[src/tlb_geom_pkg.sv]
package tlb_geom_pkg;

   // virtual address window that takes part in translation

   // top translated virtual bit
   localparam int VA_MSB = 39;

   // lowest tag bit, the bottom of a 4K page number
   localparam int VA_TAG_LSB = 12;

   // tag width stored per entry, bits 39 down to 12
   localparam int VA_TAG_W = VA_MSB - VA_TAG_LSB + 1;

   // physical page number as delivered by the walker
   localparam int PPN_W = 52;

   // page offset widths
   // a large page keeps fewer tag bits and takes more offset bits from va

   // 1G pages compare only the top 10 tag bits
   localparam int OFS_1G = 30;

   // 2M pages compare the top 19 tag bits
   localparam int OFS_2M = 21;

   // 4K pages compare the whole tag
   localparam int OFS_4K = 12;

   // 64K pages compare the top 24 tag bits
   localparam int OFS_64K = 16;

endpackage

[src/tlb_walk_pkg.sv]
package tlb_walk_pkg;

   // page size code as returned by the page walker
   localparam int PGSZ_W = 2;

   // size codes
   // same encoding the walker puts into its response

   // gigapage
   localparam logic [PGSZ_W-1:0] PGSZ_1G = 2'd0;

   // megapage
   localparam logic [PGSZ_W-1:0] PGSZ_2M = 2'd1;

   // base page
   localparam logic [PGSZ_W-1:0] PGSZ_4K = 2'd2;

   // 64K contiguous page, 16 base pages mapped as one
   localparam logic [PGSZ_W-1:0] PGSZ_64K = 2'd3;

endpackage
[src/tlb_entry.sv]
`timescale 1ns/10ps

module tlb_entry
(
   input  logic                                clk,
   input  logic                                rst_n,
   input  logic                                inval,
   input  logic                                wr_en,
   input  logic [tlb_geom_pkg::VA_TAG_W-1:0]   wr_tag,
   input  logic [tlb_geom_pkg::PPN_W-1:0]      wr_ppn,
   input  logic [tlb_walk_pkg::PGSZ_W-1:0]     wr_pgsize,
   input  logic                                wr_dirty,
   input  logic                                wr_readable,
   input  logic                                wr_writable,
   input  logic                                wr_executable,
   input  logic                                wr_user,
   input  logic [tlb_geom_pkg::VA_TAG_W-1:0]   lookup_tag,
   output logic                                match,
   output logic [tlb_geom_pkg::PPN_W-1:0]      ppn,
   output logic [tlb_walk_pkg::PGSZ_W-1:0]     pgsize,
   output logic                                dirty,
   output logic                                readable,
   output logic                                writable,
   output logic                                executable,
   output logic                                user
);

   logic                                valid;
   logic [tlb_geom_pkg::VA_TAG_W-1:0]   tag;
   logic [tlb_geom_pkg::VA_TAG_W-1:0]   tag_mask;

   // invalidate has priority over a write in the same cycle
   always_ff @(posedge clk or negedge rst_n)
   begin
      if (!rst_n)
      begin
         valid <= 1'b0;
      end
      else if (inval)
      begin
         valid <= 1'b0;
      end
      else if (wr_en)
      begin
         valid <= 1'b1;
      end
   end

   always_ff @(posedge clk)
   begin
      if (wr_en)
      begin
         tag        <= wr_tag;
         ppn        <= wr_ppn;
         pgsize     <= wr_pgsize;
         dirty      <= wr_dirty;
         readable   <= wr_readable;
         writable   <= wr_writable;
         executable <= wr_executable;
         user       <= wr_user;
      end
   end

   // tag bits below the page offset boundary are don't care
   always_comb
   begin
      case (pgsize)
         tlb_walk_pkg::PGSZ_1G:
         begin
            tag_mask = {tlb_geom_pkg::VA_TAG_W{1'b1}}
                       << (tlb_geom_pkg::OFS_1G - tlb_geom_pkg::VA_TAG_LSB);
         end
         tlb_walk_pkg::PGSZ_2M:
         begin
            tag_mask = {tlb_geom_pkg::VA_TAG_W{1'b1}}
                       << (tlb_geom_pkg::OFS_2M - tlb_geom_pkg::VA_TAG_LSB);
         end
         tlb_walk_pkg::PGSZ_64K:
         begin
            tag_mask = {tlb_geom_pkg::VA_TAG_W{1'b1}}
                       << (tlb_geom_pkg::OFS_64K - tlb_geom_pkg::VA_TAG_LSB);
         end
         tlb_walk_pkg::PGSZ_4K:
         begin
            tag_mask = {tlb_geom_pkg::VA_TAG_W{1'b1}}
                       << (tlb_geom_pkg::OFS_4K - tlb_geom_pkg::VA_TAG_LSB);
         end
         default:
         begin
            tag_mask = {tlb_geom_pkg::VA_TAG_W{1'b1}};
         end
      endcase
   end

   assign match = valid && (((tag ^ lookup_tag) & tag_mask) == '0);

endmodule

[src/tlb_fill.sv]
`timescale 1ns/10ps

module tlb_fill
#(
   parameter int N_ENTRIES = 4
)
(
   input  logic                  clk,
   input  logic                  rst_n,
   input  logic                  replace,
   input  logic                  clear,
   output logic [N_ENTRIES-1:0]  wr_en,
   output logic                  inval
);

   localparam int PTR_W = $clog2(N_ENTRIES);
   localparam logic [PTR_W-1:0] LAST = PTR_W'(N_ENTRIES - 1);

   logic [PTR_W-1:0] victim;
   logic [PTR_W-1:0] victim_nxt;

   // round robin, wraps at the last entry rather than at a power of two
   always_comb
   begin
      if (victim == LAST)
      begin
         victim_nxt = '0;
      end
      else
      begin
         victim_nxt = victim + 1'b1;
      end
   end

   // pointer moves on every fill, even one killed by clear
   always_ff @(posedge clk or negedge rst_n)
   begin
      if (!rst_n)
      begin
         victim <= '0;
      end
      else if (replace)
      begin
         victim <= victim_nxt;
      end
   end

   // one hot write strobe, suppressed when clear arrives together
   always_comb
   begin
      wr_en = '0;
      if (replace && !clear)
      begin
         wr_en[victim] = 1'b1;
      end
   end

   assign inval = clear;

endmodule

[src/tlb_select.sv]
`timescale 1ns/10ps

module tlb_select
#(
   parameter int N_ENTRIES = 4,
   parameter int PA_W      = 40,
   parameter int CNT_W     = 32
)
(
   input  logic                               clk,
   input  logic                               rst_n,
   input  logic                               active,
   input  logic                               req,
   input  logic [63:0]                        va,
   input  logic [N_ENTRIES-1:0]               match,
   input  logic [tlb_geom_pkg::PPN_W-1:0]     ppn [N_ENTRIES],
   input  logic [tlb_walk_pkg::PGSZ_W-1:0]    pgsize [N_ENTRIES],
   input  logic [N_ENTRIES-1:0]               ent_dirty,
   input  logic [N_ENTRIES-1:0]               ent_readable,
   input  logic [N_ENTRIES-1:0]               ent_writable,
   input  logic [N_ENTRIES-1:0]               ent_executable,
   input  logic [N_ENTRIES-1:0]               ent_user,
   output logic [PA_W-1:0]                    pa,
   output logic                               hit,
   output logic                               dirty,
   output logic                               readable,
   output logic                               writable,
   output logic                               executable,
   output logic                               user,
   output logic                               zero_page,
   output logic [CNT_W-1:0]                   hit_count,
   output logic [CNT_W-1:0]                   access_count
);

   localparam int IDX_W     = $clog2(N_ENTRIES);
   localparam int PA_FULL_W = tlb_geom_pkg::PPN_W + tlb_geom_pkg::VA_TAG_LSB;

   logic [IDX_W-1:0]                       sel_idx;
   logic                                   any_match;
   logic [tlb_geom_pkg::PPN_W-1:0]         sel_ppn;
   logic [tlb_walk_pkg::PGSZ_W-1:0]        sel_pgsize;
   logic [PA_FULL_W-1:0]                   ofs_mask;
   logic [PA_FULL_W-1:0]                   pa_full;

   // priority encoder, the lowest entry wins on multiple matches
   always_comb
   begin
      sel_idx = '0;
      for (int i = N_ENTRIES - 1; i >= 0; i--)
      begin
         if (match[i])
         begin
            sel_idx = IDX_W'(i);
         end
      end
   end

   assign any_match  = |match;
   assign sel_ppn    = ppn[sel_idx];
   assign sel_pgsize = pgsize[sel_idx];

   always_comb
   begin
      case (sel_pgsize)
         tlb_walk_pkg::PGSZ_1G:  ofs_mask = ~({PA_FULL_W{1'b1}} << tlb_geom_pkg::OFS_1G);
         tlb_walk_pkg::PGSZ_2M:  ofs_mask = ~({PA_FULL_W{1'b1}} << tlb_geom_pkg::OFS_2M);
         tlb_walk_pkg::PGSZ_64K: ofs_mask = ~({PA_FULL_W{1'b1}} << tlb_geom_pkg::OFS_64K);
         tlb_walk_pkg::PGSZ_4K:  ofs_mask = ~({PA_FULL_W{1'b1}} << tlb_geom_pkg::OFS_4K);
         default:                ofs_mask = ~({PA_FULL_W{1'b1}} << tlb_geom_pkg::OFS_4K);
      endcase
   end

   // page number above the offset, va below it
   assign pa_full = ({sel_ppn, {tlb_geom_pkg::VA_TAG_LSB{1'b0}}} & ~ofs_mask)
                  | (va[PA_FULL_W-1:0] & ofs_mask);

   always_ff @(posedge clk or negedge rst_n)
   begin
      if (!rst_n)
      begin
         hit          <= 1'b0;
         zero_page    <= 1'b0;
         hit_count    <= '0;
         access_count <= '0;
      end
      else
      begin
         // bypass reports a hit regardless of req
         hit       <= active ? (req && any_match) : 1'b1;
         zero_page <= (va[tlb_geom_pkg::VA_MSB:tlb_geom_pkg::VA_TAG_LSB] == '0);
         if (active && req)
         begin
            access_count <= access_count + 1'b1;
         end
         if (active && req && any_match)
         begin
            hit_count <= hit_count + 1'b1;
         end
      end
   end

   always_ff @(posedge clk)
   begin
      pa         <= active ? pa_full[PA_W-1:0] : va[PA_W-1:0];
      dirty      <= ent_dirty[sel_idx];
      readable   <= ent_readable[sel_idx];
      writable   <= ent_writable[sel_idx];
      executable <= ent_executable[sel_idx];
      user       <= ent_user[sel_idx];
   end

endmodule

[src/tlb_top.sv]
`timescale 1ns/10ps

module tlb_top
#(
   parameter int N_ENTRIES = 4,
   parameter int PA_W      = 40,
   parameter int CNT_W     = 32
)
(
   input  logic                             clk,
   input  logic                             rst_n,
   input  logic                             clear,
   input  logic                             active,
   input  logic                             req,
   input  logic [63:0]                      va,
   input  logic                             replace,
   input  logic [63:0]                      replace_va,
   input  logic [tlb_geom_pkg::PPN_W-1:0]   walk_ppn,
   input  logic [tlb_walk_pkg::PGSZ_W-1:0]  walk_pgsize,
   input  logic                             walk_dirty,
   input  logic                             walk_readable,
   input  logic                             walk_writable,
   input  logic                             walk_executable,
   input  logic                             walk_user,
   output logic [PA_W-1:0]                  pa,
   output logic                             hit,
   output logic                             dirty,
   output logic                             readable,
   output logic                             writable,
   output logic                             executable,
   output logic                             user,
   output logic                             zero_page,
   output logic [CNT_W-1:0]                 hit_count,
   output logic [CNT_W-1:0]                 access_count
);

   logic [N_ENTRIES-1:0]                wr_en;
   logic                                inval;
   logic [N_ENTRIES-1:0]                ent_match;
   logic [tlb_geom_pkg::PPN_W-1:0]      ent_ppn [N_ENTRIES];
   logic [tlb_walk_pkg::PGSZ_W-1:0]     ent_pgsize [N_ENTRIES];
   logic [N_ENTRIES-1:0]                ent_dirty;
   logic [N_ENTRIES-1:0]                ent_readable;
   logic [N_ENTRIES-1:0]                ent_writable;
   logic [N_ENTRIES-1:0]                ent_executable;
   logic [N_ENTRIES-1:0]                ent_user;

   tlb_fill #(.N_ENTRIES(N_ENTRIES)) fill_i
   (
      .clk     (clk),
      .rst_n   (rst_n),
      .replace (replace),
      .clear   (clear),
      .wr_en   (wr_en),
      .inval   (inval)
   );

   // walker response fans out to every entry, wr_en picks the victim
   for (genvar i = 0; i < N_ENTRIES; i++)
   begin : g_entry
      tlb_entry entry_i
      (
         .clk           (clk),
         .rst_n         (rst_n),
         .inval         (inval),
         .wr_en         (wr_en[i]),
         .wr_tag        (replace_va[tlb_geom_pkg::VA_MSB:tlb_geom_pkg::VA_TAG_LSB]),
         .wr_ppn        (walk_ppn),
         .wr_pgsize     (walk_pgsize),
         .wr_dirty      (walk_dirty),
         .wr_readable   (walk_readable),
         .wr_writable   (walk_writable),
         .wr_executable (walk_executable),
         .wr_user       (walk_user),
         .lookup_tag    (va[tlb_geom_pkg::VA_MSB:tlb_geom_pkg::VA_TAG_LSB]),
         .match         (ent_match[i]),
         .ppn           (ent_ppn[i]),
         .pgsize        (ent_pgsize[i]),
         .dirty         (ent_dirty[i]),
         .readable      (ent_readable[i]),
         .writable      (ent_writable[i]),
         .executable    (ent_executable[i]),
         .user          (ent_user[i])
      );
   end

   tlb_select #(.N_ENTRIES(N_ENTRIES), .PA_W(PA_W), .CNT_W(CNT_W)) select_i
   (
      .clk            (clk),
      .rst_n          (rst_n),
      .active         (active),
      .req            (req),
      .va             (va),
      .match          (ent_match),
      .ppn            (ent_ppn),
      .pgsize         (ent_pgsize),
      .ent_dirty      (ent_dirty),
      .ent_readable   (ent_readable),
      .ent_writable   (ent_writable),
      .ent_executable (ent_executable),
      .ent_user       (ent_user),
      .pa             (pa),
      .hit            (hit),
      .dirty          (dirty),
      .readable       (readable),
      .writable       (writable),
      .executable     (executable),
      .user           (user),
      .zero_page      (zero_page),
      .hit_count      (hit_count),
      .access_count   (access_count)
   );

endmodule

[config.mk]
export PLATFORM = sky130hd
export DESIGN_NAME = tlb_top
export DESIGN_NICKNAME = d
export VERILOG_FILES = /design/src/tlb_geom_pkg.sv /design/src/tlb_walk_pkg.sv /design/src/tlb_entry.sv /design/src/tlb_fill.sv /design/src/tlb_select.sv /design/src/tlb_top.sv
export SDC_FILE = /design/constraint.sdc
export NUM_CORES = 1
export LEC_CHECK = 0
export BUFFER_PORTS_ARGS = -buffer_cell sky130_fd_sc_hd__buf_2
export CORE_MARGIN = 2
export CORE_UTILIZATION = 59
export CTS_CLUSTER_SIZE = 40
export DETAILED_ROUTE_END_ITERATION = 7
export PLACE_DENSITY = 0.85
export SLEW_MARGIN = 20
export SYNTH_ARGS = -nofsm -noshare
export SYNTH_HDL_FRONTEND = slang
export SYNTH_SLANG_ARGS = --single-unit
[constraint.sdc]
create_clock -name clk -period 8.9 [get_ports clk]
set_input_delay 0.89 -clock clk [delete_from_list [all_inputs] [get_ports clk]]
set_output_delay 0.89 -clock clk [all_outputs]
set_load 0.02 [all_outputs]
==> results of run 1 <==
layer usage:
| metal | global-route usage | up-vias | wire length, µm |
|---|---|---|---|
| li1 | - | 4033 | - |
| met1 | 0.312 | 4199 | 12600 |
| met2 | 0.393 | 408 | 15100 |
| met3 | 0.0523 | 76 | 2580 |
| met4 | 0.0784 | 6 | 929 |
| met5 | 0 | - | 38 |
cell families (layout without fill, tap and decap cells):
group                      count (synthesis)  in the layout  share of synthesized area
DFF                                      369            369                      0.700
and+or+nand+nor                          219            219                     0.0784
xor gates and xnor gates                 174            174                      0.104
AOI/OAI and AO/OA                         94             94                     0.0427
muxes                                     68             68                     0.0499
buffers and inverters                     65            310                     0.0203
adders and majority gates                  6              6                    0.00511
other                                      0              5                          0
final cells by class:
cell class	instances	area share
diodes	5	0.000725
clock buffers	48	0.0597
clock inverters	22	0.0125
inverters	13	0.00283
multi-input cells	561	0.239
flip-flops and latches	369	0.595
well taps	324	0.0235
repair buffers	227	0.0670
cell usage in the layout, fill, tap and decap left out, types with 4 or more instances in the layout:
cell type	netlist	layout
sky130_fd_sc_hd__a211oi_1	35	35
sky130_fd_sc_hd__a21o_1	4	4
sky130_fd_sc_hd__a21oi_1	33	33
sky130_fd_sc_hd__and2_1	9	5
sky130_fd_sc_hd__and2_2	0	4
sky130_fd_sc_hd__and3_1	15	15
sky130_fd_sc_hd__buf_2	16	219
sky130_fd_sc_hd__buf_4	5	8
sky130_fd_sc_hd__clkbuf_1	29	7
sky130_fd_sc_hd__clkbuf_16	0	39
sky130_fd_sc_hd__clkinv_2	0	5
sky130_fd_sc_hd__clkinvlp_2	0	4
sky130_fd_sc_hd__clkinvlp_4	0	4
sky130_fd_sc_hd__dfrtp_1	72	72
sky130_fd_sc_hd__dfxtp_1	45	45
sky130_fd_sc_hd__diode_2	0	5
sky130_fd_sc_hd__edfxtp_1	252	252
sky130_fd_sc_hd__ha_1	6	6
sky130_fd_sc_hd__inv_1	13	13
sky130_fd_sc_hd__mux2_2	25	25
sky130_fd_sc_hd__mux2_4	4	4
sky130_fd_sc_hd__mux2i_1	39	39
sky130_fd_sc_hd__nand2_1	42	42
sky130_fd_sc_hd__nand3_1	22	22
sky130_fd_sc_hd__nand4_1	22	22
sky130_fd_sc_hd__nor2_1	36	36
sky130_fd_sc_hd__nor2b_1	34	34
sky130_fd_sc_hd__nor3_1	14	14
sky130_fd_sc_hd__nor4_1	10	10
sky130_fd_sc_hd__o2111ai_1	4	4
sky130_fd_sc_hd__or3_1	5	5
sky130_fd_sc_hd__xnor2_1	102	102
sky130_fd_sc_hd__xor2_1	72	72
flip-flops by register name, indices dropped and copies added (netlist names), 8 cells and up:
signal / cells
g_entry.entry_i.tag: 112
select_i.pa: 40
select_i.access_count: 32
select_i.hit_count: 32
g_entry.entry_i.ppn: 112
g_entry.entry_i.pgsize: 8
worst max path at each step:
stage / to / slack, ns / cells after the start
2_1_floorplan: select_i.pa[21]$_DFF_P_ / 5.05 / 11
3_3_place_gp: select_i.pa[26]$_DFF_P_ / 4.31 / 12
3_5_place_dp: select_i.pa[27]$_DFF_P_ / 4.23 / 12
4_1_cts: select_i.pa[27]$_DFF_P_ / 4.71 / 12
5_1_grt: select_i.pa[26]$_DFF_P_ / 4.41 / 12
6_report: select_i.pa[27]$_DFF_P_ / 4.66 / 12
through the flow:
stage          total power, mW  hold WS (ns)
4_1_cts                   3.97         0.463
3_5_place_dp              2.42         0.456
2_1_floorplan             2.28         0.471
5_1_grt                   4.08         0.463
6_report                  3.95         0.458
3_3_place_gp              2.41         0.451
worst max-delay path: cells and delay by family:
family / cells / cell delay (ns)
mux: 1 / 0.33
compound gates: 4 / 0.82
buf+inv: 3 / 1.36
xor+xnor: 1 / 0.18
simple gates: 3 / 0.99
power groups by stage:
stage,sequential (mW),clock [mW],combinational [mW]
after floorplan,2.10,0,0.181
after global placement,2.06,0,0.341
after detailed placement,2.07,0,0.351
after CTS,2.04,1.58,0.356
after global routing,2.05,1.65,0.385
final,2.04,1.56,0.355
==> summary.md, run 1 <==
| Metric | Value |
|---|---|
| Worst Setup Path Type | input pin to register |
| Leading post-synthesis cells by instance count | sky130_fd_sc_hd__edfxtp_1, sky130_fd_sc_hd__xnor2_1, sky130_fd_sc_hd__dfrtp_1, sky130_fd_sc_hd__xor2_1, sky130_fd_sc_hd__dfxtp_1 |
| Fin. max-slew vios | 0 |
| Total Wirelength | approximately 31000 µm |
| Summed area of non-filler cells in the final layout | 0.0173 mm² |
| Number of hold violations in the final report | 0 |
| Crit end category | register |
| Die Area | between 0.02 and 0.03 mm² |
| Setup slack of the critical path after layout | 4.66 ns |
| DP Cell Count | about 1500 |
| Buffers on Ports | ~220 |
| Remaining number of nets flagged by the antenna check after routing | 0 |
| Slowest stage cell on the critical path | sky130_fd_sc_hd__buf_4 |
| Number of CTS-inserted buffers | 38 |
| Post-place setup slack | ~4.2 ns |
| Initial core utilization | 0.602 |
| Vertical die dimension | between 150 and 200 µm |
| Leading cell type by number of instances after synthesis | sky130_fd_sc_hd__edfxtp_1 |
| Worst hold path stage count | 1 |
| Number of synthesized flops with an enable pin | between 200 and 300 |
| Final standard cell count with taps included and fillers excluded | 1569 |
| Switching Share | 0.234 |
| Post-Syn Area per Cell | 14.8 µm² |
| Fill cell total of the finished layout | 1585 |
| Wire length of the first global-routing pass | 47500 µm |
| Share of flip-flops with an asynchronous set or reset after synthesis | 0.195 |
| Post-Synthesis Cell Area | 0.0147 mm² |
| Cell count after synthesis | between 900 and 1000 |
| Half-perimeter wire length of the detailed placement result | ~21000 µm |
| CORE AREA | approximately 0.024 mm² |
| Detail-routed net length per standard cell | approximately 20 µm |
| Proportion of layout cells with a drive suffix above 1 | 0.264 |
| Syn nets | approximately 1200 |
| Path depth of the worst reg2reg path | 11 |
| Max rail drop VDD | ~0.00017 V |
| Slew at the pin closest to its max-slew limit | between 1 and 1.5 ns |
| Sequential standard cell area | between 0.01 and 0.015 mm² |
| Clock slew at the register clock pins of the worst setup and hold paths | 0.06 ns |
| Register-to-register setup slack | 4.85 ns |
| Share of power burned in registers | 0.516 |
| Cell Chain, Critical Path | buf_2, xor2_1, nor4_2, a31oi_1, or3_1, a222oi_1, buf_4, buf_4, nor2b_1, a211oi_1, a21oi_1, mux2_2 |
| Number of global-route vias before repair | between 8000 and 9000 |
| Achievable Freq | 236 MHz |
| Clock net sink count | roughly 370 |
| Number of synthesis warnings | 0 |
| Reg-to-Reg End | select_i.pa[27]$_DFF_P_ |
| Weighted congestion at the end of routability-driven global placement | ~0.88 |
| Vias after detailed routing | between 8000 and 9000 |
| Cell accounting for the most synthesized area | sky130_fd_sc_hd__edfxtp_1 |
| Number of remaining DRC errors | 0 |
| Prevailing post-synth register cell | sky130_fd_sc_hd__edfxtp_1 |
| H-tree levels | 2 |
| Placement-stage cell area | 0.0160 mm² |
| Leakage power total | 6.69 nW |
| Final critical delay including setup and external delays | 4.24 ns |
| Top-level I/O count | a little over 300 |
| Layout overhead on the synthesized area | 17.6% |
| Chip Width | about 160 µm |
| Number of cell rows | 57 |
| Worst hold start | select_i.hit_count[31]$_DFFE_PN0P_ |
| Most repeated library cell on the critical path | sky130_fd_sc_hd__buf_4 |
| Power density over the cells | ~230 mW/mm² |
| Sw power | roughly 900 µW |
| Timing startpoint of the critical path | va[29] |
| Clock insertion delay at the later pin of the skew report | around 0.52 ns |
| Biggest area contributors in the synthesized netlist | sky130_fd_sc_hd__edfxtp_1, sky130_fd_sc_hd__dfrtp_1, sky130_fd_sc_hd__dfxtp_1 |
| CTS tree | done |
| Combined area of the multi-input logic cells | roughly 0.0041 mm² |
| Unrepaired setup endpoints after global routing | no |
| Total of hold buffers inserted after clock tree synthesis | 0 |
| Pin count of the biggest net entering global routing | 73 |
| Largest stage delay on the critical path | 0.72 ns |
| Setup fix buffers added after clock tree synthesis | 0 |
| Relative max-transition margin | 0.298 |
| Initial antenna violation count | 8 |
| GRT overflow | 0 |
| Maximum clock skew at final layout | about 0.018 ns |
| Internal power of the cells | 3.02 mW |
| Via-to-Cell Ratio | about 5.6 |
| Final setup TNS | 0 ns |
| Count of state elements after synthesis | approximately 370 |
| Critical Path Fanout Max | 66 |
| Hold Path Class | register to register |
| WP data required | around 9.3 ns |
| Resize count post-CTS | 0 |
| Worst flop-to-flop path startpoint | g_entry[2].entry_i.tag[17]$_DFFE_PP_ |
| Number of buffers on the longest clock path | 3 |
| Outcome | finished clean |
| Combinational Power Share | 0.090 |
| Share of Yosys cell area claimed by the top area cell type | 0.516 |
| Crit start category | input pin |
| Final setup vio count | 0 |
| Number of distinct library cells after synthesis | 46 |
| Total routing resource utilization after global routing | 0.236 |
| Part of the Yosys area used for sequential elements | 0.700 |
| Clock power frac | 0.395 |
| Cell at the root of the clock tree | sky130_fd_sc_hd__clkbuf_16 |
| Final period util | 0.477 |
| Number of design-rule violations left by the first detailed-router iteration | ~830 |
| Final nets | 1409 |
| Worst hold endpoint | select_i.hit_count[31]$_DFFE_PN0P_ |
| Max Cap Viol | 0 |
| Final Core Density | 0.708 |
| First-pass detailed-route iteration total | 5 |
| Arr. time, crit path | about 4.6 ns |
No activity file was read; power rests on OpenSTA's default activity.
==> run 2, diff against run 1 <==
- CORE_UTILIZATION: 59 -> 49
- PLACE_DENSITY: 0.85 -> 0.75
- clock period: 8.9 -> 3.5 ns (I/O delays scaled with it)
==> run 2 against run 1 <==
- critical path depth down 1
- critical endpoint is now select_i.pa[26]$_DFF_P_
- routed wire length is 2.1% higher
- die area increased by 20%
- via count up 0.41%
- hold slack got worse by 0.43 ns
==> summary.md, run 2 (same netlist as run 1, synthesis figures left out) <==
| Metric | Value |
|---|---|
| Outcome | finished clean |
| Wire length of the first global-routing pass | between 40000 and 50000 µm |
| Leakage power total | 6.91 nW |
| Layout overhead on the synthesized area | 21.0% |
| Critical Path Fanout Max | around 40 |
| Setup fix buffers added after clock tree synthesis | 0 |
| Total Wirelength | 31900 µm |
| Detail-routed net length per standard cell | between 15 and 20 µm |
| Setup slack of the critical path after layout | approximately 0.13 ns |
| Number of global-route vias before repair | 8720 |
| Crit end category | register |
| Power density over the cells | 572 mW/mm² |
| Number of remaining DRC errors | 0 |
| WP data required | a little under 4 ns |
| Clock net sink count | about 370 |
| Placement-stage cell area | approximately 0.016 mm² |
| Number of buffers on the longest clock path | 3 |
| Vertical die dimension | ~180 µm |
| GRT overflow | 0 |
| Worst Setup Path Type | register to register |
| Register-to-register setup slack | roughly 0.13 ns |
| Achievable Freq | about 300 MHz |
| Max Cap Viol | 0 |
| Slew at the pin closest to its max-slew limit | ~0.9 ns |
| Number of design-rule violations left by the first detailed-router iteration | 712 |
| Chip Width | between 150 and 200 µm |
| Via-to-Cell Ratio | approximately 5.2 |
| Hold Path Class | input pin to register |
| Weighted congestion at the end of routability-driven global placement | ~0.84 |
| Most frequent standard cell in the layout excluding fill and tap cells | sky130_fd_sc_hd__edfxtp_1 |
| Clock slew at the register clock pins of the worst setup and hold paths | roughly 0.060 ns |
| CORE AREA | just under 0.03 mm² |
| Initial core utilization | 0.497 |
| Vias after detailed routing | around 8800 |
| Top-level I/O count | 304 |
| Cell at the root of the clock tree | sky130_fd_sc_hd__clkbuf_16 |
| Final critical delay including setup and external delays | 3.37 ns |
| Buffers on Ports | 219 |
| Remaining number of nets flagged by the antenna check after routing | 0 |
| Maximum clock skew at final layout | ~0.019 ns |
| Final nets | around 1400 |
| Pin count of the biggest net entering global routing | 73 |
| Final setup vio count | 0 |
| Initial antenna violation count | 10 |
| CTS tree | done |
| Max rail drop VDD | slightly below 0.0004 V |
| Crit start category | register |
| Total routing resource utilization after global routing | 0.202 |
| Clock insertion delay at the later pin of the skew report | about 0.53 ns |
| Half-perimeter wire length of the detailed placement result | 21900 µm |
| Final setup TNS | 0 ns |
| Fin. max-slew vios | 0 |
| First-pass detailed-route iteration total | 5 |
| Number of CTS-inserted buffers | 41 |
| Number of cell rows | 63 |
| Arr. time, crit path | between 3 and 4 ns |
| Die Area | roughly 0.031 mm² |
| Post-Route Hold Slack | ~0.032 ns |
| Top library cells by usage in the layout, fill and taps aside | sky130_fd_sc_hd__edfxtp_1, sky130_fd_sc_hd__buf_2, sky130_fd_sc_hd__xnor2_1 |
| Relative max-transition margin | 0.398 |
| Final period util | 0.963 |
| Post-place setup slack | about 0.06 ns |
| Summed area of non-filler cells in the final layout | 0.0178 mm² |
| Proportion of layout cells with a drive suffix above 1 | 0.273 |
| H-tree levels | 2 |
| Overall power | roughly 10 mW |
| Number of hold violations in the final report | 0 |
| Registers with the highest flip-flop counts | g_entry.entry_i.ppn x112, g_entry.entry_i.tag x112, select_i.pa x40 |
-- run 2: layout make-up --
type	instances	area [µm²]
clock inverter	20	139
tap	390	488
sequential	369	10300
timing repair buffer	258	1510
inverter	13	48.8
multi-input combinational	561	4130
antenna	6	15.0
fill	2296	11800
clock buffer	56	1150
-- run 2: critical path, stage by stage, from the launching register on --
cell and delay (ns):
sky130_fd_sc_hd__edfxtp_1 0.38, sky130_fd_sc_hd__xor2_1 0.16, sky130_fd_sc_hd__nor4_1 0.30, sky130_fd_sc_hd__buf_4 0.19, sky130_fd_sc_hd__a31oi_1 0.11, sky130_fd_sc_hd__or3_1 0.40
sky130_fd_sc_hd__nand2b_1 0.17, sky130_fd_sc_hd__a22oi_2 0.29, sky130_fd_sc_hd__buf_4 0.48, sky130_fd_sc_hd__buf_4 0.34, sky130_fd_sc_hd__a21oi_1 0.12, sky130_fd_sc_hd__mux2_2 0.30
-- run 2: routing by layer --
layer | up-vias | GRT usage | wire length [µm]
met4 | 6 | 0.0709 | 832
met1 | 4286 | 0.268 | 13600
li1 | 4108 | - | -
met2 | 300 | 0.327 | 15000
met5 | - | 0 | 46
met3 | 58 | 0.0488 | 2370
-- run 2: metrics by stage --
| step | instances | utilization |
|---|---|---|
| final | 1673 | 0.601 |
| after floorplan | 995 | - |
| after global placement | 1578 | 0.552 |
| after detailed placement | 1578 | 0.552 |
| after global routing | 1669 | 0.600 |
| after CTS | 1667 | 0.600 |
-- run 2: power by group --
group,internal (mW),switching [mW]
registers,5.04,0.134
logic,0.344,0.591
clock network,2.40,1.65
total,7.78,2.38
-- run 2: what timing repair did --
action                                  4_1_cts  5_1_grt
hold buffers                                 13        0
endpoints found under the hold margin        84        0
gates resized for setup                       0        2
endpoints found under the setup margin        0        6
-- run 2: worst paths after layout --
kind,start,end,cells past startpoint
max in group asynchronous,rst_n,select_i.access_count[5]$_DFFE_PN0P_,2
hold / removal,walk_ppn[10],g_entry[0].entry_i.ppn[10]$_DFFE_PP_,1
setup reg to reg,g_entry[3].entry_i.tag[14]$_DFFE_PP_,select_i.pa[26]$_DFF_P_,11
hold reg to reg,select_i.hit_count[31]$_DFFE_PN0P_,select_i.hit_count[31]$_DFFE_PN0P_,1
min in group asynchronous,rst_n,select_i.access_count[16]$_DFFE_PN0P_,2
setup / recovery,g_entry[3].entry_i.tag[14]$_DFFE_PP_,select_i.pa[26]$_DFF_P_,11
==> run 3, diff against run 2 <==
- BUFFER_PORTS_ARGS: -buffer_cell sky130_fd_sc_hd__buf_2 -> -buffer_cell sky130_fd_sc_hd__buf_4
==> run 3 against run 2 <==
- sequential cell count stayed put
- critical path depth is 1 lower
- via count is 0.84% lower
- sequential power hardly changed
- clock skew is 0.00099 ns lower
- highest routed layer is now met4
==> summary.md, run 3 (same netlist as run 1, synthesis figures left out) <==
| Metric | Value |
|---|---|
| CORE AREA | approximately 0.030 mm² |
| GRT overflow | 0 |
| First-pass detailed-route iteration total | 5 |
| Combinational Power Share | 0.098 |
| Crit start category | register |
| Pin count of the biggest net entering global routing | 73 |
| Hold Path Class | input pin to register |
| Vias after detailed routing | roughly 8700 |
| Largest stage delay on the critical path | about 0.42 ns |
| Total routing resource utilization after global routing | 0.204 |
| Leakage power total | a little over 7 nW |
| Sequential standard cell area | slightly above 0.01 mm² |
| Final critical delay including setup and external delays | approximately 3.3 ns |
| Critical Path Fanout Max | 5 |
| Buffers on Ports | approximately 220 |
| Sw power | around 2.4 mW |
| Worst Setup Path Type | register to register |
| Max rail drop VDD | between 0.0005 and 0.0006 V |
| Chip Width | around 180 µm |
| Most repeated library cell on the critical path | sky130_fd_sc_hd__mux2i_1 |
| Fill cell total of the finished layout | roughly 2200 |
| Number of design-rule violations left by the first detailed-router iteration | about 760 |
| Crit end category | register |
| Proportion of layout cells with a drive suffix above 1 | 0.276 |
| Number of global-route vias before repair | ~8600 |
| Slowest stage cell on the critical path | sky130_fd_sc_hd__or3_1 |
| Cell at the root of the clock tree | sky130_fd_sc_hd__clkbuf_16 |
| Worst Path Buf+Inv | 1 |
| Internal power of the cells | 8.00 mW |
| Setup fix buffers added after clock tree synthesis | 0 |
| Clock power frac | 0.403 |
| Die Area | ~0.031 mm² |
| Placement-stage cell area | 0.0169 mm² |
| Clock insertion delay at the later pin of the skew report | about 0.53 ns |
| Weighted congestion at the end of routability-driven global placement | approximately 0.84 |
| Number of hold violations in the final report | 0 |
| Clock slew at the register clock pins of the worst setup and hold paths | 0.06 ns |
| Max Cap Viol | 0 |
| Via-to-Cell Ratio | 5.23 |
| Top library cells by usage in the layout, fill and taps aside | sky130_fd_sc_hd__edfxtp_1, sky130_fd_sc_hd__buf_4, sky130_fd_sc_hd__xnor2_1 |
| Number of buffers on the longest clock path | 3 |
| WP data required | slightly below 4 ns |
| Combined area of the multi-input logic cells | between 0.004 and 0.005 mm² |
| Half-perimeter wire length of the detailed placement result | 22000 µm |
| Wire length of the first global-routing pass | a little under 50000 µm |
| Most frequent standard cell in the layout excluding fill and tap cells | sky130_fd_sc_hd__edfxtp_1 |
| Unrepaired setup endpoints after global routing | no |
| Vertical die dimension | about 180 µm |
| Relative max-transition margin | 0.393 |
| Initial core utilization | 0.497 |
| Number of cell rows | between 60 and 70 |
| Maximum clock skew at final layout | about 0.018 ns |
| Post-Route Hold Slack | about 0.019 ns |
| Final period util | 0.938 |
| Power density over the cells | 565 mW/mm² |
| Final setup TNS | 0 ns |
| Detail-routed net length per standard cell | roughly 19 µm |
| Fin. max-slew vios | 0 |
| Arr. time, crit path | 3.68 ns |
| Layout overhead on the synthesized area | 25.0% |
| Final nets | ~1400 |
| Remaining number of nets flagged by the antenna check after routing | 0 |
| Share of power burned in registers | 0.499 |
| Registers with the highest flip-flop counts | g_entry.entry_i.ppn x112, g_entry.entry_i.tag x112, select_i.pa x40 |
| Number of remaining DRC errors | 0 |
| Achievable Freq | 304 MHz |
| Switching Share | 0.229 |
| Cell type group with the largest total delay on the critical path | simple AND/OR/NAND/NOR gates |
| Summed area of non-filler cells in the final layout | 0.0184 mm² |
| CTS tree | done |
| Final setup vio count | 0 |
| Slew at the pin closest to its max-slew limit | approximately 0.91 ns |
| Initial antenna violation count | 1 |
| H-tree levels | 2 |
| Top-level I/O count | approximately 300 |
| Total Wirelength | 31800 µm |
| Cell Chain, Critical Path | xor2_1, nor4_2, a31oi_1, or3_1, a222oi_1, buf_4, mux2i_1, mux2i_1, and2_1, mux2_2 |
| Clock net sink count | about 370 |
| Outcome | finished clean |
| Number of CTS-inserted buffers | 40 |
-- run 3: worst reg2reg max path, delay by kind of cell, from the launching register on --
family | cells | cell delay, ns
AO/OA/AOI/OAI | 2 | 0.47
XOR/XNOR | 1 | 0.16
buffers and inverters | 1 | 0.22
flip-flops | 1 | 0.37
multiplexers | 3 | 0.76
AND/OR/NAND/NOR | 3 | 1.19
-- run 3: worst paths after layout --
check | from | to | slack [ns] | cells after the start
worst max-delay path | g_entry[2].entry_i.tag[17]$_DFFE_PP_ | select_i.pa[20]$_DFF_P_ | 0.22 | 10
worst min-delay path | walk_ppn[21] | g_entry[2].entry_i.ppn[21]$_DFFE_PP_ | 0.02 | 1
worst max register to register | g_entry[2].entry_i.tag[17]$_DFFE_PP_ | select_i.pa[20]$_DFF_P_ | 0.22 | 10
worst min register to register | select_i.access_count[31]$_DFFE_PN0P_ | select_i.access_count[31]$_DFFE_PN0P_ | 0.47 | 1
max in group asynchronous | rst_n | select_i.hit_count[11]$_DFFE_PN0P_ | 2.40 | 2
min in group asynchronous | rst_n | select_i.access_count[12]$_DFFE_PN0P_ | 0.49 | 2
-- run 3: layout make-up --
type,instances,area share
tap,390,0.0266
timing repair buffer,255,0.113
inverter,13,0.00266
clock inverter,21,0.0108
clock buffer,52,0.0625
multi-input combinational,561,0.225
antenna,1,0.000136
sequential,369,0.560
-- run 3: per-layer routing --
| metal | GRT usage | routed length [µm] |
|---|---|---|
| met5 | 0 | 0 |
| met4 | 0.0644 | 833 |
| met3 | 0.0460 | 2450 |
| met2 | 0.330 | 15300 |
| met1 | 0.276 | 13300 |
-- run 3: power by group through the flow --
stage	Combinational (mW)	Clock, mW	Sequential (mW)
floorplan	0.461	0	5.34
global placement	0.987	0	5.25
detailed placement	1.01	0	5.27
CTS	1.03	4.26	5.18
global route	1.11	4.44	5.21
finish	1.01	4.18	5.18
-- run 3: what timing repair did --
action / CTS / global route
resized for setup: 0 / 1
hold endpoints to repair: 30 / 0
endpoints found under the setup margin: 0 / 1
hold buffers: 13 / 0
-- run 3: per-stage QoR --
step | power (mW) | std cells | setup slack (ns) | util
detailed placement | 6.28 | 1575 | 0.138 | 0.571
global route | 10.8 | 1662 | 0.0128 | 0.621
CTS | 10.5 | 1661 | 0.243 | 0.621
global placement | 6.24 | 1575 | 0.102 | 0.571
finish | 10.4 | 1662 | 0.216 | 0.621
floorplan | 5.80 | 995 | 0.188 | -
